File: src/fftPkg.sv
`default_nettype none

package fftPkg;

    localparam int FFT_POINTS = 32;
    localparam int ADDR_W = 5;
    localparam int STAGES = 5;
    localparam int DATA_W = 16;

    localparam int AXI_ADDR_W = 8;
    localparam int AXI_DATA_W = 2 * DATA_W;

    // Real part sits in the upper half of the word.
    typedef struct packed {
        logic signed [DATA_W-1:0] re;
        logic signed [DATA_W-1:0] im;
    } cplx_t;

    typedef union packed {
        logic [AXI_DATA_W-1:0] raw;
        cplx_t c;
    } cplxWord_t;

    // Sample words occupy 0x00 to 0x7C, one per index.
    localparam logic [AXI_ADDR_W-1:0] CTRL_ADDR = 8'h80;
    localparam logic [AXI_ADDR_W-1:0] STATUS_ADDR = 8'h84;

    localparam logic [1:0] RESP_OKAY = 2'b00;
    localparam logic [1:0] RESP_SLVERR = 2'b10;

endpackage

`default_nettype wire

File: src/fftMemIf.sv
`timescale 1ns/1ns
`default_nettype none

interface fftMemIf import fftPkg::*; ();

    // Read and write addresses are separate because reads of one stage overlap
    // with delayed writes to the opposite bank.
    logic [ADDR_W-1:0] rdAddr;
    logic [ADDR_W-1:0] wrAddr;
    logic we;
    cplx_t wdata;
    cplx_t rdata;

    modport seq (
        output rdAddr,
        output wrAddr,
        output we
    );

    modport bfly (
        output wdata,
        input  rdata
    );

    modport mem (
        input  rdAddr,
        input  wrAddr,
        input  we,
        input  wdata,
        output rdata
    );

endinterface

`default_nettype wire

File: src/fftDataMem.sv
`timescale 1ns/1ns
`default_nettype none

module fftDataMem import fftPkg::*; (
    input  logic              clock_i,
    input  logic              stageOdd_i,
    input  logic              loadWe_i,
    input  logic [ADDR_W-1:0] loadAddr_i,
    input  cplx_t             loadData_i,
    input  logic [ADDR_W-1:0] rdAddr_i,
    output cplx_t             rdData_o,
    fftMemIf.mem              portG,
    fftMemIf.mem              portH
);

    logic [ADDR_W-1:0] loadRev;

    // Samples are stored in bit-reversed order so that results come out natural.
    assign loadRev = {<<{loadAddr_i}};

    for (genvar b = 0; b < 2; b++) begin : gBank
        cplx_t ram [FFT_POINTS];
        logic isWr;
        logic [ADDR_W-1:0] addrG;
        logic [ADDR_W-1:0] addrH;
        logic weG;
        logic weH;
        cplx_t dinG;
        cplx_t dinH;
        cplx_t rdG;
        cplx_t rdH;

        // An odd stage reads bank 1 and writes bank 0.
        assign isWr = (b == 0) ? stageOdd_i : ~stageOdd_i;

        always_comb begin
            addrG = isWr ? portG.wrAddr : portG.rdAddr;
            addrH = isWr ? portH.wrAddr : portH.rdAddr;
            weG = isWr & portG.we;
            weH = isWr & portH.we;
            dinG = portG.wdata;
            dinH = portH.wdata;
            if (b == 0 && loadWe_i) begin
                addrG = loadRev;
                weG = 1'b1;
                dinG = loadData_i;
            end
            // Port G of bank 1 serves readback whenever it is not being written.
            if (b == 1 && isWr && !portG.we) begin
                addrG = rdAddr_i;
            end
        end

        always_ff @(posedge clock_i) begin
            if (weG) begin
                ram[addrG] <= dinG;
            end
            if (weH) begin
                ram[addrH] <= dinH;
            end
            rdG <= ram[addrG];
            rdH <= ram[addrH];
        end
    end

    assign portG.rdata = stageOdd_i ? gBank[1].rdG : gBank[0].rdG;
    assign portH.rdata = stageOdd_i ? gBank[1].rdH : gBank[0].rdH;
    assign rdData_o = gBank[1].rdG;

endmodule

`default_nettype wire

File: src/flat_wrapper.sv
// flat-port wrapper written by rule: the top's interface ports become plain ports
module fftDataMem_flat import fftPkg::*;
  (clock_i, stageOdd_i, loadWe_i, loadAddr_i, loadData_i, rdAddr_i, rdData_o, portG_rdAddr, portG_wrAddr, portG_we, portG_wdata, portG_rdata, portH_rdAddr, portH_wrAddr, portH_we, portH_wdata, portH_rdata);
  fftMemIf portG_i ();
  fftMemIf portH_i ();
  input  logic clock_i;
  input  logic stageOdd_i;
  input  logic loadWe_i;
  input  logic [ADDR_W-1:0] loadAddr_i;
  input  cplx_t loadData_i;
  input  logic [ADDR_W-1:0] rdAddr_i;
  output cplx_t rdData_o;
  input wire logic [$bits(portG_i.rdAddr)-1:0] portG_rdAddr;
  input wire logic [$bits(portG_i.wrAddr)-1:0] portG_wrAddr;
  input wire logic [$bits(portG_i.we)-1:0] portG_we;
  input wire logic [$bits(portG_i.wdata)-1:0] portG_wdata;
  output wire logic [$bits(portG_i.rdata)-1:0] portG_rdata;
  input wire logic [$bits(portH_i.rdAddr)-1:0] portH_rdAddr;
  input wire logic [$bits(portH_i.wrAddr)-1:0] portH_wrAddr;
  input wire logic [$bits(portH_i.we)-1:0] portH_we;
  input wire logic [$bits(portH_i.wdata)-1:0] portH_wdata;
  output wire logic [$bits(portH_i.rdata)-1:0] portH_rdata;
  assign portG_i.rdAddr = portG_rdAddr;
  assign portG_i.wrAddr = portG_wrAddr;
  assign portG_i.we = portG_we;
  assign portG_i.wdata = portG_wdata;
  assign portG_rdata = portG_i.rdata;
  assign portH_i.rdAddr = portH_rdAddr;
  assign portH_i.wrAddr = portH_wrAddr;
  assign portH_i.we = portH_we;
  assign portH_i.wdata = portH_wdata;
  assign portH_rdata = portH_i.rdata;
  fftDataMem u_core (.clock_i(clock_i), .stageOdd_i(stageOdd_i), .loadWe_i(loadWe_i), .loadAddr_i(loadAddr_i), .loadData_i(loadData_i), .rdAddr_i(rdAddr_i), .rdData_o(rdData_o), .portG(portG_i), .portH(portH_i));
endmodule
File: config.mk
export PLATFORM = sky130hd
export DESIGN_NAME = fftDataMem_flat
export DESIGN_NICKNAME = d
export VERILOG_FILES = /design/src/fftPkg.sv /design/src/fftMemIf.sv /design/src/fftDataMem.sv /design/src/flat_wrapper.sv
export SDC_FILE = /design/constraint.sdc
export NUM_CORES = 2
export LEC_CHECK = 0
export BUFFER_PORTS_ARGS = -buffer_cell sky130_fd_sc_hd__buf_4
export CAP_MARGIN = 20
export CORE_UTILIZATION = 50
export DETAILED_ROUTE_END_ITERATION = 6
export PLACE_DENSITY = 0.66
export SYNTH_ARGS = -nofsm -noshare
export SYNTH_HDL_FRONTEND = slang
export SYNTH_SLANG_ARGS = --single-unit
export TNS_END_PERCENT = 100
File: constraint.sdc
create_clock -name clock_i -period 6.1 [get_ports clock_i]
set_clock_uncertainty 0.2 [all_clocks]
set_input_delay 1.22 -clock clock_i [delete_from_list [all_inputs] [get_ports clock_i]]
set_output_delay 1.22 -clock clock_i [all_outputs]
set_load 0.05 [all_outputs]
==> run summary <==
NumNets Final: 8664
Max FO, Critical Path: 40
Post-CTS setup buffers: 0
Number of library cell types mapped by synthesis: 62
Period minus WS final: 4430 ps
Post-synth top cells: edfxtp_1 (2048), a21oi_1 (1122), nor2_1 (1055)
WL/cell: 40.5 um
Worst IR drop on VDD: 290 uV
Vias in the first global route: 85100
Status: complete, no violations
Int Pwr: 27.0 mW
Crit start category: input pin
Clock sink total: 2176
Clock power share: 0.375
Comb power frac: 0.164
CTS H-tree depth: 4
Starting Density: 0.504
Switching Share: 0.285
Setup_tns: 0 ps
First-pass GRT wire length: 661000 um
Mapped cell area: 120000 um^2
CTS Buf Count: 230
Setup violations, final: 0
GRT Total Usage: 0.390
Die H: 492 um
Setup crit start: stageOdd_i
Largest net degree at the start of global routing: 75
Hold Path Class: reg -> reg
Hold Crit Start: u_core.gBank[1].ram[21][20]
Root buffer cell: clkbuf_16
Syn_nets: 8963
IO Port Bufs: 226
Critical path required time: 6530 ps
Final hold violations: 0
Post-route insts no fill: 11900
Leakage power of the design: 44.3 nW
Worst-Skew Late Latency: 920 ps
Crit. End Element: flop
Remaining Overflow, GRT: 0
Total number of vias: 89900
Worst-path clk slew: 60 ps
Final Worst Setup Slack: 1670 ps
CTS tree: done
Initial drt markers: 17900
Part of the cycle the worst path needs: 0.727
Hold_buf cts: 0
Post-CTS Resized: 0
Placed Instances: 11500
I/O pins: 227
Max-Cap Viols: 0
PwrDens: 281 nW/um^2
Top-area cell type share of the netlist area: 0.511
Worst setup path class: in -> reg
HPWL Detailed: 292000 um
Row count: 179
Post-synth EDFFs: 2048
Final core occ: 0.564
Synth async-reset ratio: 0
Share of the yosys chip area belonging to registers: 0.533
Post-synthesis register bit count: 2176
DR vias/cell: 7.54
Die X: 492 um
Worst-margin pin slew: 1250 ps
Syn avg cell area: 13.6 um^2
Final Max Tran Viols: 0
Max clock buf depth: 3
Antenna violations before repair: 51
Synthesized instance count: 8832
Switching power: 10.8 mW
Router iterations before antenna repair: 7
Area Growth Syn to Fin: 11.8%
Core area: 239000 um^2
Max frequency: 226 MHz
Die area: 242000 um^2
Warnings from Yosys: 0
Post-Place Worst Slack: 893 ps
Placed cell areas: 126000 um^2
Top cell type by total area after synthesis: edfxtp_1
Count leader, synth: edfxtp_1
Post-Route WL: 483000 um
Critical Path AT: 4860 ps
GP Congestion: 0.947
Finished Cell Area: 134000 um^2
Top FF cell, synth: edfxtp_1
DRC viols: 0
Startpoint of the worst register-to-register path: u_core.gBank[1].ram[16][17]
Total power: 37.8 mW
Fillcell total: 18700
Layout cell share with drive strength beyond 1: 0.321
RSZ-0062 raised after global routing: false
Hold_ws: 459 ps
Relative slew slack: 0.164
Antenna viol nets, final: 0
Area contributors post-synth: edfxtp_1 (51%), mux4_2 (16%), mux2_2 (7.3%), a21oi_1 (4.7%), a22oi_1 (4.4%)
Sequential group share of total power: 0.461
## layout by cell type, fill, tap and decap left out, types with 32 or more instances in the layout
| cell | count |
|---|---|
| a22oi_1 | 708 |
| nor2_1 | 1036 |
| mux4_2 | 870 |
| nand4_1 | 125 |
| mux2i_4 | 39 |
| edfxtp_1 | 2048 |
| clkinv_2 | 38 |
| nand2_1 | 142 |
| mux2_1 | 323 |
| buf_4 | 493 |
| mux2_2 | 778 |
| mux2i_1 | 32 |
| buf_12 | 88 |
| o21ai_4 | 58 |
| nand2_4 | 33 |
| a21oi_1 | 1122 |
| clkbuf_16 | 235 |
| dfxtp_1 | 128 |
| clkinv_1 | 44 |
| clkbuf_1 | 60 |
## area by class of cell
class / count / area [um^2] / share of cell area
Antenna cell: 27 / 67.6 / 0.000502
Tap cell: 3167 / 3960 / 0.0295
Multi-Input combinational cell: 5523 / 53100 / 0.395
Clock inverter: 122 / 1150 / 0.00852
Inverter: 8 / 30.0 / 0.000223
Timing Repair Buffer: 594 / 5780 / 0.0429
Clock buffer: 314 / 6370 / 0.0473
Sequential cell: 2176 / 64100 / 0.476
## cell families after synthesis
family | Yosys count | synth area share
mux | 2051 | 0.274
flops | 2176 | 0.533
buf+inv | 1133 | 0.0412
simple gates | 1487 | 0.0526
compound gates | 1985 | 0.0998
## critical path, stage by stage
cell and delay, ps:
buf_6 200, buf_4 360, nand2b_1 570, a21boi_4 800, buf_12 330, buf_12 300
mux4_2 360, nand2_1 140, nand4_1 370
## metal layers
layer / up-vias / global-route usage / share of wire
li1: 34300 / - / -
met1: 44800 / 0.477 / 0.32
met2: 8775 / 0.575 / 0.44
met3: 2048 / 0.128 / 0.15
met4: 23 / 0.295 / 0.090
met5: - / 0 / 0.00041
## path summary, 6_finish.rpt
check	cells past startpoint	end	slack, ps
hold reg to reg	4	u_core.rdData_o[20]	460
hold / removal	4	u_core.rdData_o[20]	460
setup / recovery	9	u_core.rdData_o[17]	1670
setup reg to reg	4	u_core.rdData_o[17]	3820
## sequential cells by signal, indices dropped and copies added (netlist names)
signal	count
u_core.gBank.rdG	32
u_core.gBank.rdH	64
u_core.rdData_o	32
u_core.gBank.ram	2048
## power by group through the flow
stage	Clock, mW	Combinational, mW	Sequential (mW)
finish	14.2	6.18	17.4
detailed placement	0	5.93	17.7
CTS	14.2	5.95	17.4
floorplan	0	3.65	17.6
global route	14.7	6.30	17.4
global placement	0	5.84	17.7
Power figures use the tool's default switching activity.
