`src/fftPkg.sv`:
```
`default_nettype none

package fftPkg;

    localparam int FFT_POINTS = 32;
    localparam int ADDR_W = 5;
    localparam int STAGES = 5;
    localparam int DATA_W = 16;

    localparam int AXI_ADDR_W = 8;
    localparam int AXI_DATA_W = 2 * DATA_W;

    // Real part sits in the upper half of the word.
    typedef struct packed {
        logic signed [DATA_W-1:0] re;
        logic signed [DATA_W-1:0] im;
    } cplx_t;

    typedef union packed {
        logic [AXI_DATA_W-1:0] raw;
        cplx_t c;
    } cplxWord_t;

    // Sample words occupy 0x00 to 0x7C, one per index.
    localparam logic [AXI_ADDR_W-1:0] CTRL_ADDR = 8'h80;
    localparam logic [AXI_ADDR_W-1:0] STATUS_ADDR = 8'h84;

    localparam logic [1:0] RESP_OKAY = 2'b00;
    localparam logic [1:0] RESP_SLVERR = 2'b10;

endpackage

`default_nettype wire

```
`src/fftAxilSlave.sv`:
```
`timescale 1ns/1ns
`default_nettype none

module fftAxilSlave import fftPkg::*; (
    input  logic                  clock_i,
    input  logic                  arstN_i,
    input  logic [AXI_ADDR_W-1:0] awaddr_i,
    input  logic                  awvalid_i,
    output logic                  awready_o,
    input  logic [AXI_DATA_W-1:0] wdata_i,
    input  logic                  wvalid_i,
    output logic                  wready_o,
    output logic                  bvalid_o,
    input  logic                  bready_i,
    output logic [1:0]            bresp_o,
    input  logic [AXI_ADDR_W-1:0] araddr_i,
    input  logic                  arvalid_i,
    output logic                  arready_o,
    output logic                  rvalid_o,
    input  logic                  rready_i,
    output logic [AXI_DATA_W-1:0] rdata_o,
    output logic [1:0]            rresp_o,
    output logic                  start_o,
    input  logic                  busy_i,
    input  logic                  done_i,
    output logic                  loadWe_o,
    output logic [ADDR_W-1:0]     loadAddr_o,
    output cplx_t                 loadData_o,
    output logic [ADDR_W-1:0]     rdAddr_o,
    input  cplx_t                 rdData_i
);

    cplxWord_t wrWord;
    cplxWord_t rdWord;
    logic wrAccept;
    logic wrSample;
    logic [1:0] wrResp;
    logic rdAccept;
    logic rdSample;
    logic [1:0] rdResp;
    logic [AXI_DATA_W-1:0] rdDirect;
    logic rdPend;
    logic rdFromMem;
    logic rdFresh;
    logic [AXI_DATA_W-1:0] rdataQ;

    // Address and data are taken in the same cycle once no response is pending.
    assign awready_o = awvalid_i & wvalid_i & ~bvalid_o;
    assign wready_o = awready_o;
    assign wrAccept = awready_o;
    assign wrSample = (awaddr_i < CTRL_ADDR);

    assign wrWord.raw = wdata_i;
    assign loadWe_o = wrAccept & wrSample & ~busy_i;
    assign loadAddr_o = awaddr_i[ADDR_W+1:2];
    assign loadData_o = wrWord.c;
    assign start_o = wrAccept & (awaddr_i == CTRL_ADDR) & wdata_i[0] & ~busy_i;

    always_comb begin
        if (wrSample) begin
            wrResp = busy_i ? RESP_SLVERR : RESP_OKAY;
        end else if (awaddr_i == CTRL_ADDR) begin
            wrResp = RESP_OKAY;
        end else begin
            wrResp = RESP_SLVERR;
        end
    end

    always_ff @(posedge clock_i or negedge arstN_i) begin
        if (!arstN_i) begin
            bvalid_o <= 1'b0;
        end else if (wrAccept) begin
            bvalid_o <= 1'b1;
        end else if (bready_i) begin
            bvalid_o <= 1'b0;
        end
    end

    always_ff @(posedge clock_i) begin
        if (wrAccept) begin
            bresp_o <= wrResp;
        end
    end

    // A read occupies the channel from acceptance until rready, two cycles
    // of which pass before rvalid.
    assign arready_o = arvalid_i & ~rdPend & ~rvalid_o;
    assign rdAccept = arready_o;
    assign rdSample = (araddr_i < CTRL_ADDR);

    always_comb begin
        rdDirect = '0;
        if (araddr_i == STATUS_ADDR) begin
            rdDirect = {{(AXI_DATA_W-2){1'b0}}, done_i, busy_i};
        end
        if (rdSample) begin
            rdResp = busy_i ? RESP_SLVERR : RESP_OKAY;
        end else if (araddr_i == STATUS_ADDR || araddr_i == CTRL_ADDR) begin
            rdResp = RESP_OKAY;
        end else begin
            rdResp = RESP_SLVERR;
        end
    end

    always_ff @(posedge clock_i or negedge arstN_i) begin
        if (!arstN_i) begin
            rdPend <= 1'b0;
            rdFromMem <= 1'b0;
            rdFresh <= 1'b0;
            rvalid_o <= 1'b0;
        end else begin
            rdPend <= rdAccept;
            rdFresh <= rdPend & rdFromMem;
            if (rdAccept) begin
                rdFromMem <= rdSample & ~busy_i;
            end
            if (rdPend) begin
                rvalid_o <= 1'b1;
            end else if (rready_i) begin
                rvalid_o <= 1'b0;
            end
        end
    end

    always_ff @(posedge clock_i) begin
        if (rdAccept) begin
            rdAddr_o <= araddr_i[ADDR_W+1:2];
            rdataQ <= rdDirect;
            rresp_o <= rdResp;
        end else if (rdFresh) begin
            rdataQ <= rdWord.raw;
        end
    end

    // Memory data is passed straight through for its first cycle and held
    // afterwards, since the bank may be rewritten while rvalid waits.
    assign rdWord.c = rdData_i;
    assign rdata_o = rdFresh ? rdWord.raw : rdataQ;

endmodule

`default_nettype wire

```
`config.mk`:
```
export PLATFORM = sky130hd
export DESIGN_NAME = fftAxilSlave
export DESIGN_NICKNAME = d
export VERILOG_FILES = /design/src/fftPkg.sv /design/src/fftAxilSlave.sv
export SDC_FILE = /design/constraint.sdc
export NUM_CORES = 1
export LEC_CHECK = 0
export BUFFER_PORTS_ARGS = -buffer_cell sky130_fd_sc_hd__buf_2
export CORE_MARGIN = 2
export CORE_UTILIZATION = 41
export CTS_BUF_LIST = sky130_fd_sc_hd__clkbuf_8
export DETAILED_ROUTE_END_ITERATION = 16
export PLACE_DENSITY = 0.81
export SETUP_SLACK_MARGIN = 0.5
export SYNTH_ARGS = -nofsm -noshare
export SYNTH_HDL_FRONTEND = slang
export SYNTH_SLANG_ARGS = --single-unit
```
`constraint.sdc`:
```
create_clock -name clock_i -period 1.6 [get_ports clock_i]
set_clock_uncertainty 0.2 [all_clocks]
set_input_delay 0.08 -clock clock_i [delete_from_list [all_inputs] [get_ports clock_i]]
set_output_delay 0.08 -clock clock_i [all_outputs]
set_load 0.01 [all_outputs]
```
==> run summary <==
Excluding fillers, the count of instances in the completed layout stands at 397. After detailed routing, the wire length on met1 is 2315 um. The synthesized area per cell is 12.21 um2, and the clock latency on the worst-skew pair is 0.29 ns.

Setup slack after placement: 0.1475 ns. The number of enable flip-flop cells after synthesis was 7; the internal power summed over all cells was 3.093 mW. For this run, the detailed router's first-pass iteration total came to 4. The floorplan has 26 rows. The biggest area contributor in the post-synthesis netlist is sky130_fd_sc_hd__dfxtp_1.

Sorting the synthesized cells by how often they occur yields 41 x sky130_fd_sc_hd__buf_4, 32 x sky130_fd_sc_hd__dfxtp_1, 32 x sky130_fd_sc_hd__mux2_4. The logs give 174 for the count of boundary I/O pins and 318 for the number of instances in the placed design. Clock tree synthesis found a total of 44 sinks.

After synthesis, flip-flops and latches occupy 43.45% of the total area. The worst setup path is captured at a primary output. Per report_power, the sequential group accounts for 33.2% of the total. Clock tree synthesis inserted a total of 5 buffers. The run gives 0 as the antenna violation net count after detailed routing. Max-cap violations in this run came to 0. Among all flip-flop cells after synthesis, the most frequent one is sky130_fd_sc_hd__dfxtp_1. By area the synthesized netlist is led by sky130_fd_sc_hd__dfxtp_1 29%, sky130_fd_sc_hd__mux2_4 21%, sky130_fd_sc_hd__buf_4 14%. The total overflow left after global routing is 0. The post-route netlist has 62.08% of its cells at a drive strength greater than 1. The logs give 6086 um2 for the area of the die and 9108 um for the global-route wire length before repair. The worst hold slack across all endpoints is -0.06169 ns, and the clock-pin slew of the registers on the worst-case setup and hold paths is 0.09 ns. The kind of start point of the critical path was a flip-flop.

The share of total power in the clock network is 20.7%. Critical path's largest stage delay: 0.42 ns. The first-iteration detailed-routing DRC count was 57; the maximum ir drop on the vdd rail was 614.2 uV. TritonCTS built the clock tree. No sink is reached through more buffers than the 2 on the longest clock path.

The post-synthesis instance total came out at 184. The area growth from synthesis to layout is 69.86%. For the total power of the final layout, the log shows 4.297 mW. Routed signal wires occupy layers up through met4. The worst setup path is of the flip-flop to primary output kind. The run finished, with violations left. For this configuration, the core starts out at a cell density of 43.15%. After routing the design area is 3815 um2.

The combinational group share of total power is 46.0%, and the area after detailed placement is 2604 um2. The average wire per cell in the routed design works out to 16.04 um. The region available for standard cell placement spans 5205 um2.

During placement, the flow inserted port buffers numbering 109. The net count reported at finish is 415, and the net switching power is 1.204 mW. The logs give 0 for the max-slew violation count and 0 for the initial antenna violation count. The share of async-settable or async-resettable flops after synthesis was 11.36%; the number of hold violations in the final report was 31.

The arrival time reported for the critical path endpoint was 1.38 ns. Of the total power, the share spent switching nets is 28.03%. The largest individual stage delay along the critical path comes from the cell sky130_fd_sc_hd__dfrtp_2. In this run the cell area of the synthesized design comes to 2246 um2.

The met3 wire length was 425 um; the maximum number of pins on one net before global-route repair was 23. At the worst endpoint, the required time is 1.32 ns. The tools report the final RePlAce weighted congestion as 0.7224. The checks that failed: negative hold slack, negative setup slack. After synthesis, the largest area contributor takes up 28.52% of total cell area. The min-delay analysis places its worst path in the category primary input to flip-flop. The tools report the highest clock rate as 602.9 MHz. The die is 78.01 um tall. The number of DRC violations after detailed routing was 0; the share of the cycle needed by the critical path after routing was 103.7%.

During synthesis, Yosys emitted a total of 0 warnings. The tools report the post-layout worst setup margin as -0.05873 ns. Counting distinct cell types in the post-synthesis netlist gives 28.

Detailed placement finished with a half-perimeter wire length of 3413 um. For this block, the routed nets add up to 6369 um of wire. The leakage power summed over all cells was 1.764 nW.

Dividing the detail-routed via count by the number of cells gives 4.791. The global-route total usage across every layer is 18.94%, and the die boundary width is 78.01 um. For the finished layout, the period the worst path requires is 1.659 ns. Setup-violating endpoint count in the final report: 32. The tools report the length of routed met2 wiring as 3528 um. The post-synthesis register bit count is 44, and the number of diodes added for antenna fixing is 0. The leading cell type by number of instances after synthesis is sky130_fd_sc_hd__buf_4.

The run gives 2 as the H-tree depth reported by CTS. In this run the clock root is driven by a sky130_fd_sc_hd__clkbuf_8. The tools report the number of global-route vias before repair as 1938. Setup repair after global routing could not meet its margin everywhere.

The critical-path maximum fanout is 19, and the ratio of total power to cell area is 1126 nW/um2. The critical path goes through buf_12, mux2_4, buf_6. The setup total negative slack was -1.464 ns; the total via count in the routed design was 1902.
-- sequential cells by signal (all words and copies together) (netlist names) --
name and cells:
rresp_o 1, rdPend 1, rdataQ 32, bresp_o 1, rdFromMem 1, bvalid_o 1, rdAddr_o 5, rvalid_o 1
rdFresh 1
-- worst max-delay path: cells and delay by family (launching register included) --
family / cells / cell delay, ns
muxes: 1 / 0.33
buffers and inverters: 2 / 0.33
DFF: 1 / 0.42
-- path summary, 6_finish.rpt --
path	start	to	slack, ns	cells after the start
setup reg to reg	rdFresh	rdataQ[0]	0.09	4
setup / recovery	rdFresh	rdata_o[24]	-0.06	3
min in group asynchronous	arstN_i	bvalid_o	0.49	3
max in group asynchronous	arstN_i	rvalid_o	0.56	3
hold / removal	rdData_i[29]	rdataQ[29]	-0.06	3
hold reg to reg	rdFromMem	rdFresh	0.33	1
-- through the flow --
stage | hold slack [ns] | utilization [%]
final | -0.06169 | 73.29
after global routing | -0.06624 | 73.29
after CTS | -0.07333 | 67.96
after detailed placement | -0.2939 | 50.02
after global placement | -0.2953 | 50.02
after floorplan | -0.4156 | -
-- cells in the final DEF, fill, tap and decap left out, drive strengths merged --
master / instances
a21o: 1
a21oi: 1
a31o: 2
and2: 1
and3: 1
buf: 140
bufinv: 1
clkbuf: 8
clkinv: 1
conb: 2
dfrtp: 5
dfxtp: 32
dlygate4sd3: 42
dlymetal6s4s: 1
edfxtp: 7
inv: 5
mux2: 33
nand2: 1
nand3: 1
nor2: 1
nor2b: 11
nor3: 3
nor4: 2
nor4b: 2
o21a: 1
o21ai: 1
o31a: 21
-- metal layers --
metal  global-route usage [%]  up-vias
met5                        0        -
met4                    7.895        0
met3                    3.908        8
met2                    36.55      103
met1                    19.68      903
li1                         -      888
-- power groups by stage --
stage | Combinational, mW | Sequential, mW | Clock [mW]
final | 1.98 | 1.43 | 0.891
after global placement | 1.18 | 1.46 | 0
after CTS | 1.75 | 1.43 | 0.909
after detailed placement | 1.22 | 1.46 | 0
after global routing | 2.10 | 1.45 | 0.962
after floorplan | 0.920 | 1.44 | 0
-- final cells by class --
type                       count  area, um2
clock buffer                   6      82.58
clock inverter                 2      38.79
fill                         338       1390
inverter                       5      23.77
multi-input combinational     85      992.2
sequential                    44      979.7
tap                           70      87.58
timing repair buffer         185       1610
-- what timing repair did --
item	4_1_cts	5_1_grt
pin swaps	2	10
cloned	3	3
hold buffers	43	4
endpoints found under the setup margin	85	91
hold endpoints to repair	77	34
gates resized for setup	45	29
setup buffers	13	9
-- kinds of logic after synthesis --
kind of cell / count (synthesis) / synth area share, %
buffers and inverters: 56 / 17.72
AO/OA/AOI/OAI: 27 / 10.08
AND/OR/NAND/NOR: 23 / 6.686
multiplexers: 33 / 21.89
flip-flops: 44 / 43.45
other: 1 / 0.1670
Note: power is estimated with default switching activity, not from simulation.
