**src/fftPkg.sv**
```systemverilog
`default_nettype none

package fftPkg;

    localparam int FFT_POINTS = 32;
    localparam int ADDR_W = 5;
    localparam int STAGES = 5;
    localparam int DATA_W = 16;

    localparam int AXI_ADDR_W = 8;
    localparam int AXI_DATA_W = 2 * DATA_W;

    // Real part sits in the upper half of the word.
    typedef struct packed {
        logic signed [DATA_W-1:0] re;
        logic signed [DATA_W-1:0] im;
    } cplx_t;

    typedef union packed {
        logic [AXI_DATA_W-1:0] raw;
        cplx_t c;
    } cplxWord_t;

    // Sample words occupy 0x00 to 0x7C, one per index.
    localparam logic [AXI_ADDR_W-1:0] CTRL_ADDR = 8'h80;
    localparam logic [AXI_ADDR_W-1:0] STATUS_ADDR = 8'h84;

    localparam logic [1:0] RESP_OKAY = 2'b00;
    localparam logic [1:0] RESP_SLVERR = 2'b10;

endpackage

`default_nettype wire

```
**src/fftMemIf.sv**
```systemverilog
`timescale 1ns/1ns
`default_nettype none

interface fftMemIf import fftPkg::*; ();

    // Read and write addresses are separate because reads of one stage overlap
    // with delayed writes to the opposite bank.
    logic [ADDR_W-1:0] rdAddr;
    logic [ADDR_W-1:0] wrAddr;
    logic we;
    cplx_t wdata;
    cplx_t rdata;

    modport seq (
        output rdAddr,
        output wrAddr,
        output we
    );

    modport bfly (
        output wdata,
        input  rdata
    );

    modport mem (
        input  rdAddr,
        input  wrAddr,
        input  we,
        input  wdata,
        output rdata
    );

endinterface

`default_nettype wire

```
**src/fftButterfly.sv**
```systemverilog
`timescale 1ns/1ns
`default_nettype none

module fftButterfly import fftPkg::*; (
    input  logic              clock_i,
    input  logic              arstN_i,
    input  logic [ADDR_W-2:0] twIdx_i,
    fftMemIf.bfly             portG,
    fftMemIf.bfly             portH
);

    localparam int TW_FRAC = 14;

    cplx_t twQ;
    cplx_t aQ;
    cplx_t mulQ;
    logic signed [2*DATA_W:0] prodRe;
    logic signed [2*DATA_W:0] prodIm;
    logic signed [DATA_W:0] sumRe;
    logic signed [DATA_W:0] sumIm;
    logic signed [DATA_W:0] difRe;
    logic signed [DATA_W:0] difIm;

    // Cosine and negative sine of 2*pi*k/32 in Q1.14.
    function automatic cplx_t twiddle(input logic [ADDR_W-2:0] k);
        cplx_t w;
        case (k)
            4'd0:  w = '{re:  16'sd16384, im:  16'sd0};
            4'd1:  w = '{re:  16'sd16069, im: -16'sd3196};
            4'd2:  w = '{re:  16'sd15137, im: -16'sd6270};
            4'd3:  w = '{re:  16'sd13623, im: -16'sd9102};
            4'd4:  w = '{re:  16'sd11585, im: -16'sd11585};
            4'd5:  w = '{re:  16'sd9102,  im: -16'sd13623};
            4'd6:  w = '{re:  16'sd6270,  im: -16'sd15137};
            4'd7:  w = '{re:  16'sd3196,  im: -16'sd16069};
            4'd8:  w = '{re:  16'sd0,     im: -16'sd16384};
            4'd9:  w = '{re: -16'sd3196,  im: -16'sd16069};
            4'd10: w = '{re: -16'sd6270,  im: -16'sd15137};
            4'd11: w = '{re: -16'sd9102,  im: -16'sd13623};
            4'd12: w = '{re: -16'sd11585, im: -16'sd11585};
            4'd13: w = '{re: -16'sd13623, im: -16'sd9102};
            4'd14: w = '{re: -16'sd15137, im: -16'sd6270};
            default: w = '{re: -16'sd16069, im: -16'sd3196};
        endcase
        return w;
    endfunction

    always_comb begin
        prodRe = portH.rdata.re * twQ.re - portH.rdata.im * twQ.im;
        prodIm = portH.rdata.re * twQ.im + portH.rdata.im * twQ.re;
        sumRe = aQ.re + mulQ.re;
        sumIm = aQ.im + mulQ.im;
        difRe = aQ.re - mulQ.re;
        difIm = aQ.im - mulQ.im;
    end

    // The twiddle is fetched alongside the operand read, so both arrive in
    // the multiply cycle. Each stage halves its outputs.
    always_ff @(posedge clock_i or negedge arstN_i) begin
        if (!arstN_i) begin
            twQ <= '0;
            aQ <= '0;
            mulQ <= '0;
            portG.wdata <= '0;
            portH.wdata <= '0;
        end else begin
            twQ <= twiddle(twIdx_i);
            aQ <= portG.rdata;
            mulQ.re <= prodRe[TW_FRAC +: DATA_W];
            mulQ.im <= prodIm[TW_FRAC +: DATA_W];
            portG.wdata.re <= sumRe[DATA_W:1];
            portG.wdata.im <= sumIm[DATA_W:1];
            portH.wdata.re <= difRe[DATA_W:1];
            portH.wdata.im <= difIm[DATA_W:1];
        end
    end

endmodule

`default_nettype wire

```
**src/flat_wrapper.sv**
```systemverilog
// flat-port wrapper written by rule: the top's interface ports become plain ports
module fftButterfly_flat import fftPkg::*;
  (clock_i, arstN_i, twIdx_i, portG_wdata, portG_rdata, portH_wdata, portH_rdata);
  fftMemIf portG_i ();
  fftMemIf portH_i ();
  input  logic clock_i;
  input  logic arstN_i;
  input  logic [ADDR_W-2:0] twIdx_i;
  output wire logic [$bits(portG_i.wdata)-1:0] portG_wdata;
  input wire logic [$bits(portG_i.rdata)-1:0] portG_rdata;
  output wire logic [$bits(portH_i.wdata)-1:0] portH_wdata;
  input wire logic [$bits(portH_i.rdata)-1:0] portH_rdata;
  assign portG_wdata = portG_i.wdata;
  assign portG_i.rdata = portG_rdata;
  assign portH_wdata = portH_i.wdata;
  assign portH_i.rdata = portH_rdata;
  fftButterfly u_core (.clock_i(clock_i), .arstN_i(arstN_i), .twIdx_i(twIdx_i), .portG(portG_i), .portH(portH_i));
endmodule
```
**config.mk**
```make
export PLATFORM = sky130hd
export DESIGN_NAME = fftButterfly_flat
export DESIGN_NICKNAME = d
export VERILOG_FILES = /design/src/fftPkg.sv /design/src/fftMemIf.sv /design/src/fftButterfly.sv /design/src/flat_wrapper.sv
export SDC_FILE = /design/constraint.sdc
export NUM_CORES = 2
export LEC_CHECK = 0
export BUFFER_PORTS_ARGS = -buffer_cell sky130_fd_sc_hd__buf_2
export CAP_MARGIN = 10
export CORE_UTILIZATION = 50
export DETAILED_ROUTE_END_ITERATION = 6
export GPL_TIMING_DRIVEN = 0
export PLACE_DENSITY_LB_ADDON = 0.1
export SKIP_LAST_GASP = 1
export SYNTH_ARGS = -nofsm -noshare
export SYNTH_HDL_FRONTEND = slang
export SYNTH_SLANG_ARGS = --single-unit
export TNS_END_PERCENT = 5
```
**constraint.sdc**
```tcl
create_clock -name clock_i -period 6.9 [get_ports clock_i]
set_input_delay 0.69 -clock clock_i [delete_from_list [all_inputs] [get_ports clock_i]]
set_output_delay 0.69 -clock clock_i [all_outputs]
set_load 0.01 [all_outputs]
```
==> flow_summary.yaml <==
status:
  run_status: "finished with violations"
  violations: "negative setup slack"
clock_tree:
  cts-root-to-sink-buffers: 2
  cts_tree: "yes"
  hold_buffers: 0
  clkTransAtPathRegs_ns: 0.07
  htreeDepth: 4
  cts_buffers: 17
  clock-sinks: 158
  clk-insertion-delay-late_ns: 0.50
  clockRootBuffer: "sky130_fd_sc_hd__clkbuf_16"
sta:
  skew_ns: 0.0320
  worst_slew_pin_slew_ns: 1.12
  layout_worst_path_cycle_share_pct: 108
  report.final.hold_viol_count: 0
  finalCriticalPeriod_ns: 7.47
  timing.setup.tns_ns: -8.06
  setup_viol_count_final: 26
  layout_setup_ws_ns: -0.565
  rsz_0062_raised_after_global_routing: "yes"
  final-max-slew-violation-count: 0
  timing.fmax_mhz: 134
  relSlewSlack_pct: 25.4
yosys:
  synth_async_sr_flop_share_pct: 100
  synth.lib_cells_used.distinct: 63
  postSynthRegisterBits: 158
  syn-num-nets: 6171
  synthMostInstantiatedCell: "sky130_fd_sc_hd__inv_1"
  syn_area_um2: 44500
  ys_dominant_reg_cell: "sky130_fd_sc_hd__dfrtp_1"
  synth_seq_area_share_pct: 8.88
  synth_top_cell_area_share_pct: 48.9
  synth.cells.most_frequent: "sky130_fd_sc_hd__inv_1 (1291), sky130_fd_sc_hd__fa_1 (1088), sky130_fd_sc_hd__and2_1 (519)"
  warnings_synthesis: 0
  synth_top_cells_by_area: "sky130_fd_sc_hd__fa_1 (49%), sky130_fd_sc_hd__inv_1 (11%), sky130_fd_sc_hd__ha_1 (10%), sky130_fd_sc_hd__dfrtp_1 (8.9%), sky130_fd_sc_hd__and2_1 (7.3%)"
  synth_edf_count: 0
  synth_largest_area_cell: "sky130_fd_sc_hd__fa_1"
  syn-instance-count: 4658
  postSynthAreaPerCell_um2: 9.56
global_route:
  grt_start_max_net_pins: 98
  grt_antenna_before_repair: 19
  grt_first_pass_wirelength_um: 218000
  globalRouteTotalUtil_pct: 34.3
  grt_overflow_total: 0
  grt_pass1_vias: 33300
placed_design:
  finalWeightedCongestion: 1.01
  final_hpwl_dp_um: 117000
  port_buffers: 133
route:
  via_count: 32000
  via_density_per_instance: 5.29
  drt_iter0_markers: 2657
  drt_first_pass_iters: 7
  finalWirelength_um: 147000
  post-route-drc-count: 0
  final_antenna_net_count: 0
  wl_per_cell_um: 24.3
setup_path:
  critical_path_rt_ns: 7.27
  arrival_time_worst_endpoint_ns: 7.84
  timing.critical_path.from_type: "register"
  worstSetupEndpointType: "register"
  crit_path_end: "u_core.mulQ[14]"
  setup.worst_path.class: "reg2reg"
  worst-r2r-cell-count: 23
  r2r_start: "u_core.twQ[25]"
  crit_path_start: "u_core.twQ[25]"
  worst-path-max-fanout: 10
  setup.reg_to_reg.worst_slack_ns: -0.57
  r2r-end: "u_core.mulQ[14]"
cells_and_area:
  multi_input_comb_area_um2: 35200
  regArea_um2: 3980
  num-fill-cells: 8175
  final_net_count: 6368
  layout_overhead_on_the_synthesized_area_pct: 9.49
  fraction_of_layout_cells_with_a_size_suffix_above_1_pct: 9.51
floorplan:
  rows: 109
  dieWidth_um: 300
  die_ar_um2: 90200
  floorplan.initialDensity_pct: 50.4
  core_area_um2: 88200
  die_ht_um: 300
  pin_count: 134
flow_run:
  maxCapViolCount: 0
worst_hold_path:
  hold_class: "in2async"
[how the worst min path moves through the flow]
stage | cells after the start | end | from | slack (ns)
3_3_place_gp | 2 | u_core.portG.wdata[15] | u_core.aQ[15] | 0.64
3_5_place_dp | 2 | u_core.portG.wdata[15] | u_core.aQ[15] | 0.65
4_1_cts | 1 | u_core.aQ[16] | arstN_i | 0.16
6_report | 1 | u_core.aQ[16] | arstN_i | 0.15
5_1_grt | 1 | u_core.aQ[16] | arstN_i | 0.18
2_1_floorplan | 0 | u_core.aQ[0] | arstN_i | 0.39
[per-stage QoR]
step	instances	hold WS [ns]	cell area [um2]	util (%)	setup WS, ns
2_1_floorplan	4658	0.394	44700	-	-0.101
3_3_place_gp	5956	0.638	46800	53.1	-2.04
3_5_place_dp	5959	0.650	46900	53.1	-2.08
4_1_cts	6029	0.157	48600	55.1	-0.509
5_1_grt	6036	0.180	48700	55.2	-0.766
6_report	6048	0.149	48700	55.2	-0.565
[cells in the final DEF, fill, tap and decap left out, drive strengths merged, types with 13 or more instances in the layout]
cell type  Yosys  final
inv         1291   1293
fa          1088   1088
and2         519    519
nand2        460    460
ha           355    355
buf            3    204
clkbuf       204    201
dfrtp        158    158
xnor2        114    114
nor2         102    102
a21oi         62     62
o21ai         49     49
nand2b        38     38
nor3          30     30
xor2          27     27
diode          0     15
a21o          13     13
and3          13     13
[metal layers]
metal / track usage, % / routed length, um / up-vias
met4: 13.5 / 6640 / 12
li1: - / - / 13700
met3: 9.70 / 16100 / 284
met5: 0 / 135 / -
met1: 48.1 / 60200 / 16500
met2: 50.4 / 63900 / 1533
[flip-flops by register name, indices dropped and copies added (netlist names)]
| register | cells |
|---|---|
| u_core.portG.wdata | 32 |
| u_core.aQ | 32 |
| u_core.mulQ | 32 |
| u_core.portH.wdata | 32 |
| u_core.twQ | 30 |
[cell type report]
class                           count  share of cell area [%]
Clock buffer                       20                   0.917
Buffer                            207                    3.10
Sequential cell                   158                    8.17
Clock inverter                     12                   0.228
Multi-Input combinational cell   3000                    72.3
Inverter                         1293                    9.98
Timing Repair Buffer              178                    2.22
Antenna cell                       15                  0.0770
Tap cell                         1165                    2.99
[worst max-delay path, stage by stage, from the launching register on]
cell and delay (ns):
sky130_fd_sc_hd__dfrtp_1 0.58, sky130_fd_sc_hd__clkbuf_2 0.47, sky130_fd_sc_hd__nand2_1 0.13, sky130_fd_sc_hd__fa_1 0.51, sky130_fd_sc_hd__inv_1 0.05, sky130_fd_sc_hd__fa_1 0.50
sky130_fd_sc_hd__inv_1 0.05, sky130_fd_sc_hd__fa_1 0.54, sky130_fd_sc_hd__inv_1 0.05, sky130_fd_sc_hd__fa_1 0.46, sky130_fd_sc_hd__fa_1 0.55, sky130_fd_sc_hd__fa_1 0.44
sky130_fd_sc_hd__fa_1 0.49, sky130_fd_sc_hd__inv_1 0.05, sky130_fd_sc_hd__fa_1 0.48, sky130_fd_sc_hd__inv_1 0.04, sky130_fd_sc_hd__ha_1 0.33, sky130_fd_sc_hd__nor2b_1 0.15
sky130_fd_sc_hd__a311o_2 0.42, sky130_fd_sc_hd__a211oi_4 0.30, sky130_fd_sc_hd__o21ai_2 0.13, sky130_fd_sc_hd__and3_4 0.19, sky130_fd_sc_hd__nor3_4 0.21, sky130_fd_sc_hd__xnor2_4 0.20
[cell families after synthesis]
logic type,count (synthesis),share of synthesized area [%]
xor gates and xnor gates,141,2.77
muxes,5,0.115
buffers and inverters,1500,12.6
adders and majority gates,1443,58.9
AOI/OAI and AO/OA,200,2.87
DFF,158,8.88
and+or+nand+nor,1211,13.8
[what timing repair did]
action	4_1_cts	5_1_grt
gates resized for setup	315	67
pin swaps	35	35
endpoints found under the setup margin	32	30
setup buffers	38	4
Power is left out: the tool's default activity adds up to more than one toggle a clock period on the data nets, which glitch-free logic cannot reach.
