`src/fftPkg.sv`:
```
`default_nettype none

package fftPkg;

    localparam int FFT_POINTS = 32;
    localparam int ADDR_W = 5;
    localparam int STAGES = 5;
    localparam int DATA_W = 16;

    localparam int AXI_ADDR_W = 8;
    localparam int AXI_DATA_W = 2 * DATA_W;

    // Real part sits in the upper half of the word.
    typedef struct packed {
        logic signed [DATA_W-1:0] re;
        logic signed [DATA_W-1:0] im;
    } cplx_t;

    typedef union packed {
        logic [AXI_DATA_W-1:0] raw;
        cplx_t c;
    } cplxWord_t;

    // Sample words occupy 0x00 to 0x7C, one per index.
    localparam logic [AXI_ADDR_W-1:0] CTRL_ADDR = 8'h80;
    localparam logic [AXI_ADDR_W-1:0] STATUS_ADDR = 8'h84;

    localparam logic [1:0] RESP_OKAY = 2'b00;
    localparam logic [1:0] RESP_SLVERR = 2'b10;

endpackage

`default_nettype wire

```
`src/fftMemIf.sv`:
```
`timescale 1ns/1ns
`default_nettype none

interface fftMemIf import fftPkg::*; ();

    // Read and write addresses are separate because reads of one stage overlap
    // with delayed writes to the opposite bank.
    logic [ADDR_W-1:0] rdAddr;
    logic [ADDR_W-1:0] wrAddr;
    logic we;
    cplx_t wdata;
    cplx_t rdata;

    modport seq (
        output rdAddr,
        output wrAddr,
        output we
    );

    modport bfly (
        output wdata,
        input  rdata
    );

    modport mem (
        input  rdAddr,
        input  wrAddr,
        input  we,
        input  wdata,
        output rdata
    );

endinterface

`default_nettype wire

```
`src/fftSequencer.sv`:
```
`timescale 1ns/1ns
`default_nettype none

module fftSequencer import fftPkg::*; (
    input  logic              clock_i,
    input  logic              arstN_i,
    input  logic              start_i,
    output logic              busy_o,
    output logic              done_o,
    fftMemIf.seq              portG,
    fftMemIf.seq              portH,
    output logic [ADDR_W-2:0] twIdx_o,
    output logic              stageOdd_o
);

    localparam int LAT = 3;
    localparam int STAGE_W = $clog2(STAGES);

    logic [STAGE_W-1:0] stage;
    logic [ADDR_W-2:0] bflyCnt;
    logic draining;
    logic [1:0] drainCnt;
    logic issue;
    logic [ADDR_W-1:0] jx;
    logic [ADDR_W-1:0] spanMask;
    logic [ADDR_W-1:0] idxG;
    logic [ADDR_W-1:0] idxH;
    logic [LAT-1:0] weDly;
    logic [ADDR_W-1:0] gDly [LAT];
    logic [ADDR_W-1:0] hDly [LAT];

    assign issue = busy_o & ~draining;
    assign stageOdd_o = stage[0];

    // The upper index is the butterfly count with a zero inserted at bit
    // position stage, and the lower index sets that bit.
    always_comb begin
        jx = {1'b0, bflyCnt};
        spanMask = (ADDR_W'(1) << stage) - 1'b1;
        idxG = ((jx & ~spanMask) << 1) | (jx & spanMask);
        idxH = idxG | (ADDR_W'(1) << stage);
        twIdx_o = (bflyCnt & spanMask[ADDR_W-2:0]) << (STAGES - 1 - stage);
    end

    always_ff @(posedge clock_i or negedge arstN_i) begin
        if (!arstN_i) begin
            busy_o <= 1'b0;
            done_o <= 1'b0;
            stage <= '0;
            bflyCnt <= '0;
            draining <= 1'b0;
            drainCnt <= '0;
        end else if (start_i && !busy_o) begin
            busy_o <= 1'b1;
            done_o <= 1'b0;
            stage <= '0;
            bflyCnt <= '0;
            draining <= 1'b0;
        end else if (busy_o) begin
            if (!draining) begin
                bflyCnt <= bflyCnt + 1'b1;
                if (&bflyCnt) begin
                    draining <= 1'b1;
                    drainCnt <= '0;
                end
            end else begin
                drainCnt <= drainCnt + 1'b1;
                if (drainCnt == 2'(LAT - 1)) begin
                    draining <= 1'b0;
                    if (stage == STAGE_W'(STAGES - 1)) begin
                        busy_o <= 1'b0;
                        done_o <= 1'b1;
                        stage <= '0;
                    end else begin
                        stage <= stage + 1'b1;
                    end
                end
            end
        end
    end

    // Write addresses follow the reads through the butterfly pipeline.
    always_ff @(posedge clock_i or negedge arstN_i) begin
        if (!arstN_i) begin
            weDly <= '0;
        end else begin
            weDly <= {weDly[LAT-2:0], issue};
        end
    end

    always_ff @(posedge clock_i) begin
        gDly[0] <= idxG;
        hDly[0] <= idxH;
        for (int i = 1; i < LAT; i++) begin
            gDly[i] <= gDly[i-1];
            hDly[i] <= hDly[i-1];
        end
    end

    assign portG.rdAddr = idxG;
    assign portH.rdAddr = idxH;
    assign portG.wrAddr = gDly[LAT-1];
    assign portH.wrAddr = hDly[LAT-1];
    assign portG.we = weDly[LAT-1];
    assign portH.we = weDly[LAT-1];

endmodule

`default_nettype wire

```
`src/flat_wrapper.sv`:
```
// flat-port wrapper written by rule: the top's interface ports become plain ports
module fftSequencer_flat import fftPkg::*;
  (clock_i, arstN_i, start_i, busy_o, done_o, twIdx_o, stageOdd_o, portG_rdAddr, portG_wrAddr, portG_we, portH_rdAddr, portH_wrAddr, portH_we);
  fftMemIf portG_i ();
  fftMemIf portH_i ();
  input  logic clock_i;
  input  logic arstN_i;
  input  logic start_i;
  output logic busy_o;
  output logic done_o;
  output logic [ADDR_W-2:0] twIdx_o;
  output logic stageOdd_o;
  output wire logic [$bits(portG_i.rdAddr)-1:0] portG_rdAddr;
  output wire logic [$bits(portG_i.wrAddr)-1:0] portG_wrAddr;
  output wire logic [$bits(portG_i.we)-1:0] portG_we;
  output wire logic [$bits(portH_i.rdAddr)-1:0] portH_rdAddr;
  output wire logic [$bits(portH_i.wrAddr)-1:0] portH_wrAddr;
  output wire logic [$bits(portH_i.we)-1:0] portH_we;
  assign portG_rdAddr = portG_i.rdAddr;
  assign portG_wrAddr = portG_i.wrAddr;
  assign portG_we = portG_i.we;
  assign portH_rdAddr = portH_i.rdAddr;
  assign portH_wrAddr = portH_i.wrAddr;
  assign portH_we = portH_i.we;
  fftSequencer u_core (.clock_i(clock_i), .arstN_i(arstN_i), .start_i(start_i), .busy_o(busy_o), .done_o(done_o), .portG(portG_i), .portH(portH_i), .twIdx_o(twIdx_o), .stageOdd_o(stageOdd_o));
endmodule
```
`config.mk`:
```
export PLATFORM = sky130hd
export DESIGN_NAME = fftSequencer_flat
export DESIGN_NICKNAME = d
export VERILOG_FILES = /design/src/fftPkg.sv /design/src/fftMemIf.sv /design/src/fftSequencer.sv /design/src/flat_wrapper.sv
export SDC_FILE = /design/constraint.sdc
export NUM_CORES = 1
export LEC_CHECK = 0
export ABC_AREA = 1
export BUFFER_PORTS_ARGS = -buffer_cell sky130_fd_sc_hd__buf_4
export CAP_MARGIN = 5
export CORE_UTILIZATION = 50
export CTS_CLUSTER_DIAMETER = 50
export DETAILED_ROUTE_END_ITERATION = 8
export GPL_TIMING_DRIVEN = 1
export PLACE_DENSITY = 0.79
export SYNTH_ARGS = -nofsm -noshare
export SYNTH_HDL_FRONTEND = slang
export SYNTH_SLANG_ARGS = --single-unit
```
`constraint.sdc`:
```
create_clock -name clock_i -period 6 [get_ports clock_i]
set_clock_uncertainty 0.2 [all_clocks]
set_input_delay 1.2 -clock clock_i [delete_from_list [all_inputs] [get_ports clock_i]]
set_output_delay 1.2 -clock clock_i [all_outputs]
set_load 0.05 [all_outputs]
```
==> reports/results.txt, run 1 <==
The net count of the finished layout is 203. Worst-skew pair later-pin latency: 0.34 ns. Summed over all layers, the routed wires come to 2.828 mm. The depth of the CTS H-tree came out at 2. The tools report the clock sink total as 45.

Sequential elements use 59.23% of the synthesized area. Dividing the detail-routed wire length by the instance count gives 12.03 µm. Relative to the synthesized area, the layout overhead comes to 16.78%.

At the worst endpoint, the required time is 4.60 ns. Worst hold-check path type: reg2reg. The arrival time at the worst endpoint is 2.86 ns, and the post-synthesis area per instance is 10.11 µm². CTS buffer count: 5. The global-route wire length before repair was 4.609 mm. The category of the worst setup path capture point is an output pin. The run gives 259 as the number of fillers in the final layout. In the layout the commonest cells are 31 x sky130_fd_sc_hd__buf_4, 30 x sky130_fd_sc_hd__dfxtp_1, 25 x sky130_fd_sc_hd__nand2_1. The initial antenna violation count was 0; the post-cts gate resize count was 0.

The net count of the mapped netlist came out at 176. The run gives 0 as the final max-slew violation count. The share of the synthesized area in the top cell type was 36.45%; the max-cap violation count was 0. In this run the horizontal extent of the chip is 59.41 µm. Counting every instance in the synthesized netlist gives 163.

The final route contains 1,134 vias. For the count of hold-fix buffers inserted at cts, the log shows 0. The logs give 2 for the maximum clock insertion buffer count and 2.130 mm for the final HPWL from detailed placement.

TritonCTS built the clock tree. Once layout is complete, the cells apart from fillers number 235. The initialized floorplan defines 20 standard-cell rows. For this design the top-level I/O count stands at 32. Buffers placed on the I/O ports in this run total 31. In this run the worst path has a maximum fanout of 9. The cell area that synthesis handed to floorplanning was 1648 µm².

The run gives 26 as the number of different library cells in the post-synthesis netlist. The logs give 0 for the number of failing hold endpoints at the final stage and 3078 µm² for the core box area. The flow ran to the end, and the final reports show no timing, DRC or antenna violations.

Using the TritonRoute via totals, the vias-per-cell ratio works out to 4.826. Setup repair after global routing left no endpoint under its margin. Cells with a size suffix above 1 make up 23.56% of the layout. Yosys attributes the largest share of cell area to sky130_fd_sc_hd__dfxtp_1 36%, sky130_fd_sc_hd__dfrtp_1 23%, sky130_fd_sc_hd__ha_1 7.6%, sky130_fd_sc_hd__nand2_1 5.7%, sky130_fd_sc_hd__buf_4 5.0%. For this configuration, the core starts out at a cell density of 53.54%.

The pin count of the biggest net entering global routing was 16. Final setup violation count: 0. The run gives 1,122 as the number of global-route vias before repair. After detailed routing, the number of remaining DRC violations is 0. The Yosys step of the flow raised 0 warnings. For the final routed database, the setup TNS stands at 0 ns.

The logs give 234.8 MHz for the maximum frequency from static timing analysis and 76.81% for the worst slew margin relative to its limit. Cell at the root of the clock tree: sky130_fd_sc_hd__clkbuf_4. The total congestion overflow after global routing is 0. The reg-to-reg setup timing slack is 3.50 ns. 0 antenna diodes ended up in the layout.

Dividing the final minimum period by the clock period gives 70.97%. Critical path class: reg2out. The vertical extent of the die is 59.41 µm. The floorplan step defined a die boundary enclosing 3529 µm². Leaving out fill and tap cells, the most frequent cell in the layout is sky130_fd_sc_hd__buf_4. The run gives 0 as the count of nets left with antenna violations after detail routing. Element type at the critical path start: a register. After detailed placement, the design holds a cell count of 227. Routability-driven placement finished with a final weighted congestion of 0.8493. At the pin with the least slew margin, the transition time is 0.3442 ns. In this run, synthesis produced a sequential element count of 45. For the number of violations reported at the end of detailed-routing iteration 0, the log shows 27. The clock period minus worst slack was 4.258 ns. Biggest area consumer among synthesized cells: sky130_fd_sc_hd__dfxtp_1.

The tools report the post-CTS setup-driven buffer insertion count as 0. The clock-pin slew on the worst setup and hold paths is 0.12 ns. Global routing used 18.34% of the available tracks across all layers. For this run, the detailed router's first-pass iteration total came to 4.
## area by class of cell
type                    instances  area (µm²)  area share (%)
multi-input cells              86       510.5           26.53
clock buffers                   7       66.31           3.446
inverters                      21       78.83           4.096
clock inverters                 1       5.005          0.2601
repair buffers                 31       232.7           12.09
flip-flops and latches         45       975.9           50.72
well taps                      44       55.05           2.861
## final timing paths
path                                                   from                       endpoint  cells after the start
worst max-delay path            u_core.stage[0]$_DFFE_PN0P_                     twIdx_o[3]                     13
worst min-delay path              u_core.gDly[0][3]$_DFF_P_      u_core.gDly[0][8]$_DFF_P_                      0
worst max register to register  u_core.stage[0]$_DFFE_PN0P_      u_core.hDly[0][2]$_DFF_P_                     10
worst min register to register    u_core.gDly[0][3]$_DFF_P_      u_core.gDly[0][8]$_DFF_P_                      0
max in group asynchronous                           arstN_i  u_core.bflyCnt[1]$_DFFE_PN0P_                      1
min in group asynchronous                           arstN_i      u_core.weDly[2]$_DFF_PN0_                      1
## cell families after synthesis
group / Yosys count / share of synthesized area [%]
compound gates: 28 / 9.415
fa+ha+maj: 10 / 7.593
buf+inv: 32 / 9.795
simple gates: 48 / 13.97
flops: 45 / 59.23
## Yosys cell counts
cell                       number
sky130_fd_sc_hd__dfxtp_1       30
sky130_fd_sc_hd__nand2_1       25
sky130_fd_sc_hd__inv_1         18
sky130_fd_sc_hd__dfrtp_1       15
sky130_fd_sc_hd__o21ai_0       13
sky130_fd_sc_hd__buf_4         11
sky130_fd_sc_hd__ha_1          10
sky130_fd_sc_hd__nor2_1         8
sky130_fd_sc_hd__a21oi_1        6
sky130_fd_sc_hd__nand3_1        5
sky130_fd_sc_hd__o22ai_1        3
sky130_fd_sc_hd__and2_1         2
sky130_fd_sc_hd__inv_2          2
sky130_fd_sc_hd__o211ai_1       2
sky130_fd_sc_hd__o21ai_1        2
sky130_fd_sc_hd__a21o_2         1
sky130_fd_sc_hd__clkinv_1       1
sky130_fd_sc_hd__nand2_2        1
sky130_fd_sc_hd__nand3_4        1
sky130_fd_sc_hd__nand4_1        1
sky130_fd_sc_hd__nor2_4         1
sky130_fd_sc_hd__nor3_1         1
sky130_fd_sc_hd__nor3_2         1
sky130_fd_sc_hd__nor4_1         1
sky130_fd_sc_hd__o21bai_1       1
sky130_fd_sc_hd__or2_1          1
## per-layer routing
layer | track usage [%] | part of all wire (%) | wire length, µm
met3 | 6.114 | 5.4 | 152
met2 | 31.94 | 52 | 1467
met5 | 0 | 0 | 0
met1 | 19.01 | 41 | 1155
met4 | 10.88 | 1.8 | 52
## state kept, by name, indices dropped and copies added (netlist names)
register / flops
u_core.draining: 1
u_core.gDly: 15
u_core.done_o: 1
u_core.weDly: 3
u_core.busy_o: 1
u_core.drainCnt: 2
u_core.hDly: 15
u_core.stage: 3
u_core.bflyCnt: 4
## worst max-delay path: stages (launching register included)
cell and delay [ns]:
sky130_fd_sc_hd__dfrtp_1 0.49, sky130_fd_sc_hd__clkinv_1 0.27, sky130_fd_sc_hd__ha_1 0.30, sky130_fd_sc_hd__ha_1 0.21
sky130_fd_sc_hd__inv_1 0.14, sky130_fd_sc_hd__ha_1 0.25, sky130_fd_sc_hd__inv_1 0.07, sky130_fd_sc_hd__nand2_1 0.10
sky130_fd_sc_hd__nand2_1 0.10, sky130_fd_sc_hd__o211ai_1 0.12, sky130_fd_sc_hd__nand2_1 0.09, sky130_fd_sc_hd__nand2_1 0.05
sky130_fd_sc_hd__a21oi_1 0.11, sky130_fd_sc_hd__buf_4 0.21
## per-stage QoR
step	cell area, µm²	utilization [%]	setup WS (ns)	hold WS, ns
2_1_floorplan	1648	-	0.6311	0.1096
3_3_place_gp	1853	60.20	2.359	0.1097
3_5_place_dp	1853	60.20	2.149	0.1121
4_1_cts	1924	62.52	1.730	0.1313
5_1_grt	1924	62.52	1.460	0.1373
6_report	1924	62.52	1.742	0.1315
Power of run 1 is left out: the tool's default activity adds up to more than one toggle a clock period on the data nets, which glitch-free logic cannot reach.
==> inputs of run 2 (changes only) <==
--- a/config.mk
+++ b/config.mk
@@ -8,11 +8,11 @@
 export ABC_AREA = 1
 export BUFFER_PORTS_ARGS = -buffer_cell sky130_fd_sc_hd__buf_4
 export CAP_MARGIN = 5
-export CORE_UTILIZATION = 50
+export CORE_UTILIZATION = 48
 export CTS_CLUSTER_DIAMETER = 50
 export DETAILED_ROUTE_END_ITERATION = 8
 export GPL_TIMING_DRIVEN = 1
-export PLACE_DENSITY = 0.79
+export PLACE_DENSITY = 0.8
 export SYNTH_ARGS = -nofsm -noshare
 export SYNTH_HDL_FRONTEND = slang
 export SYNTH_SLANG_ARGS = --single-unit
==> constraint.sdc (replaced) <==
create_clock -name clock_i -period 3.7 [get_ports clock_i]
set_clock_uncertainty 0.2 [all_clocks]
set_input_delay 0.74 -clock clock_i [delete_from_list [all_inputs] [get_ports clock_i]]
set_output_delay 0.74 -clock clock_i [all_outputs]
set_load 0.05 [all_outputs]
==> run 2 against run 1 <==
Against the previous run: global-route usage shrank 0.36 points; hold slack lost 0.00091 ns; routed wire length hardly changed; utilization is 1.5 points higher; sequential share of layout area decreased by 2.3 points; critical path type unchanged; largest cell class unchanged.
==> reports/results.txt, run 2 (synthesis gave the netlist of run 1 again) <==
The flow ran to the end, and the final reports show no timing, DRC or antenna violations. The last weighted congestion value of the routability-driven placer was 0.8014 (-5.6%). The number of port buffers was 31 (unchanged). The tools report the antenna cell count as 0 (unchanged). The aggregate global-route resource usage came out at 17.98% (-0.36 points). The pin count of the biggest net entering global routing came out at 16 (unchanged). The worst-skew pair later-pin latency is 0.35 ns (about the same). The tools report the category of the worst setup path capture point as an output pin. TritonCTS built the clock tree.

The maximum frequency from static timing analysis was 284.3 MHz; the transition time of the tightest slew-check pin was 0.3386 ns (-0.005582 ns). Number of I/O pins: 32 (unchanged). In this run the critical register-to-register path is launched from u_core.stage[0]$_DFFE_PN0P_. The detailed-routing iteration count for the pre-antenna-repair pass was 4 (unchanged). In the layout the commonest cells are 33 x sky130_fd_sc_hd__buf_4, 30 x sky130_fd_sc_hd__dfxtp_1, 25 x sky130_fd_sc_hd__nand2_1. Setup repair after global routing left no endpoint under its margin.

The final max-slew violation count is 0 (unchanged), and the core box area is 3153 µm² (+2.4%). The startpoint identified for the worst hold timing path is u_core.hDly[0][8]$_DFF_P_. The cell at the root of the clock tree was sky130_fd_sc_hd__clkbuf_4. Critical path required time: 2.76 ns (-1.84 ns). The final HPWL from detailed placement was 2.126 mm (-0.15%). The total die area is 3671 µm² (+4.0%), and the pre-CTS worst setup slack is 0.2697 ns (-1.879 ns).

The path with the worst hold slack has its endpoint at u_core.hDly[0][13]$_DFF_P_. The capturing point of the worst reg2reg path is u_core.hDly[0][3]$_DFF_P_. The run gives 0 (unchanged) as the max-cap violation count. The initial core utilization came out at 52.26% (-1.3 points). The final sum of negative setup slack was 0 ns (unchanged).

The global-route wire length before repair is 4.602 mm (-0.15%), and the post-detailed-route wirelength per cell is 11.84 µm (-1.6%). The count of nets left with antenna violations after detail routing came out at 0 (unchanged). Via-per-instance ratio: 4.816 (-0.20%). The logs give 270 (+4.2%) for the number of fillers in the final layout and 20 (unchanged) for the number of cell rows. STA classifies the critical path startpoint as a register.

The share of post-route cells with drive strength above 1 is 30.26% (+6.7 points), and the worst-path maximum fanout is 9 (unchanged). For the via total after detailed routing, the log shows 1,151 (+1.5%). The worst slew margin relative to its limit was 77.33% (+0.52 points); the total wire length was 2.830 mm (about the same). The final setup violation count came out at 0 (unchanged).

The largest registers in the layout are u_core.gDly: 15 flops, u_core.hDly: 15 flops, u_core.bflyCnt: 4 flops. The die extent in x is 60.59 µm (+2.0%), and the CTS buffer count is 5 (unchanged). The clock-pin slew on the worst setup and hold paths works out to 0.13 ns (about the same). For the depth of the CTS H-tree, the log shows 2 (unchanged). The part of the cycle the worst path needs was 95.07%; the arrival time at the worst endpoint was 2.58 ns (-0.28 ns).

The number of violations reported at the end of detailed-routing iteration 0 is 14 (-48%), and the total congestion overflow after global routing is 0 (unchanged). The most common cell after layout, fill and taps aside was sky130_fd_sc_hd__buf_4. The run gives 0 (unchanged) as the number of failing hold endpoints at the final stage.

The clock sink total is 45 (unchanged). For the number of global-route vias before repair, the log shows 1,112 (-0.89%). The final worst setup slack came out at 0.1824 ns (-1.559 ns).

The maximum clock insertion buffer count was 2 (unchanged). The area growth from synthesis to layout is 22.48%. Number of DRC violations after detailed routing: 0 (unchanged).

Worst hold-check path type: reg2reg. The clock period minus worst slack works out to 3.518 ns. The critical path is of the reg2out type.

The initial antenna violation count came out at 0 (unchanged). The hold path depth was 0 (unchanged). The reg-to-reg setup timing slack is 1.65 ns (-1.85 ns), and the depth of the most critical reg-to-reg path is 9 (-1).

The vertical extent of the die is 60.59 µm (+2.0%), and the count of nets after finishing is 207 (+2.0%).
==> run 2: how the worst max path moves through the flow <==
stage | from | endpoint | slack, ns | cells after the start
2_1_floorplan | u_core.stage[0]$_DFFE_PN0P_ | twIdx_o[2] | 0.1 | 8
3_5_place_dp | u_core.stage[0]$_DFFE_PN0P_ | twIdx_o[3] | 0.27 | 13
5_1_grt | u_core.stage[0]$_DFFE_PN0P_ | twIdx_o[3] | 0.01 | 13
3_3_place_gp | u_core.stage[0]$_DFFE_PN0P_ | twIdx_o[3] | 0.44 | 13
4_1_cts | u_core.stage[0]$_DFFE_PN0P_ | twIdx_o[3] | 0.08 | 13
6_report | u_core.stage[0]$_DFFE_PN0P_ | twIdx_o[3] | 0.18 | 13
==> run 2: stage by stage <==
step | utilization, % | instance area (µm²) | cells | hold WS (ns)
5_1_grt | 64.01 | 2018 | 239 | 0.1422
3_3_place_gp | 60.52 | 1908 | 227 | 0.1095
2_1_floorplan | - | 1703 | 163 | 0.1096
3_5_place_dp | 60.52 | 1908 | 227 | 0.1121
4_1_cts | 63.06 | 1988 | 236 | 0.01113
6_report | 64.01 | 2018 | 239 | 0.1306
==> run 2: what timing repair did <==
action	4_1_cts	5_1_grt
pin swaps	0	0
setup buffers	1	2
resized for setup	1	3
endpoints found under the hold margin	0	5
hold buffers	0	1
endpoints found under the setup margin	2	1
==> run 2: cell type report <==
cell class / count / area (µm²) / share of cell area (%)
Sequential cell: 45 / 977.2 / 48.42
Multi-Input combinational cell: 86 / 564.3 / 27.96
Timing Repair Buffer: 35 / 269.0 / 13.33
Inverter: 21 / 81.33 / 4.030
Clock buffer: 7 / 66.31 / 3.286
Tap cell: 44 / 55.05 / 2.728
Clock inverter: 1 / 5.005 / 0.2480
==> run 2: routing by layer <==
metal  part of all wire, %  routed length, µm  track usage [%]
met1                    40               1134            17.26
met4                   1.7                 48            9.416
met3                   5.1                145            7.249
met5                     0                  0                0
met2                    53               1501            32.81
==> run 2: critical path, stage by stage, from the launching register on <==
cell and delay, ns:
sky130_fd_sc_hd__dfrtp_2 0.45, sky130_fd_sc_hd__inv_4 0.10, sky130_fd_sc_hd__ha_1 0.18, sky130_fd_sc_hd__ha_1 0.20, sky130_fd_sc_hd__inv_2 0.07, sky130_fd_sc_hd__ha_1 0.29
sky130_fd_sc_hd__inv_1 0.12, sky130_fd_sc_hd__nand2_1 0.12, sky130_fd_sc_hd__nand2_1 0.10, sky130_fd_sc_hd__o211ai_1 0.15, sky130_fd_sc_hd__nand2_1 0.10, sky130_fd_sc_hd__nand2_1 0.06
sky130_fd_sc_hd__a21oi_2 0.12, sky130_fd_sc_hd__buf_6 0.17
Power of run 2 is left out for the same reason.
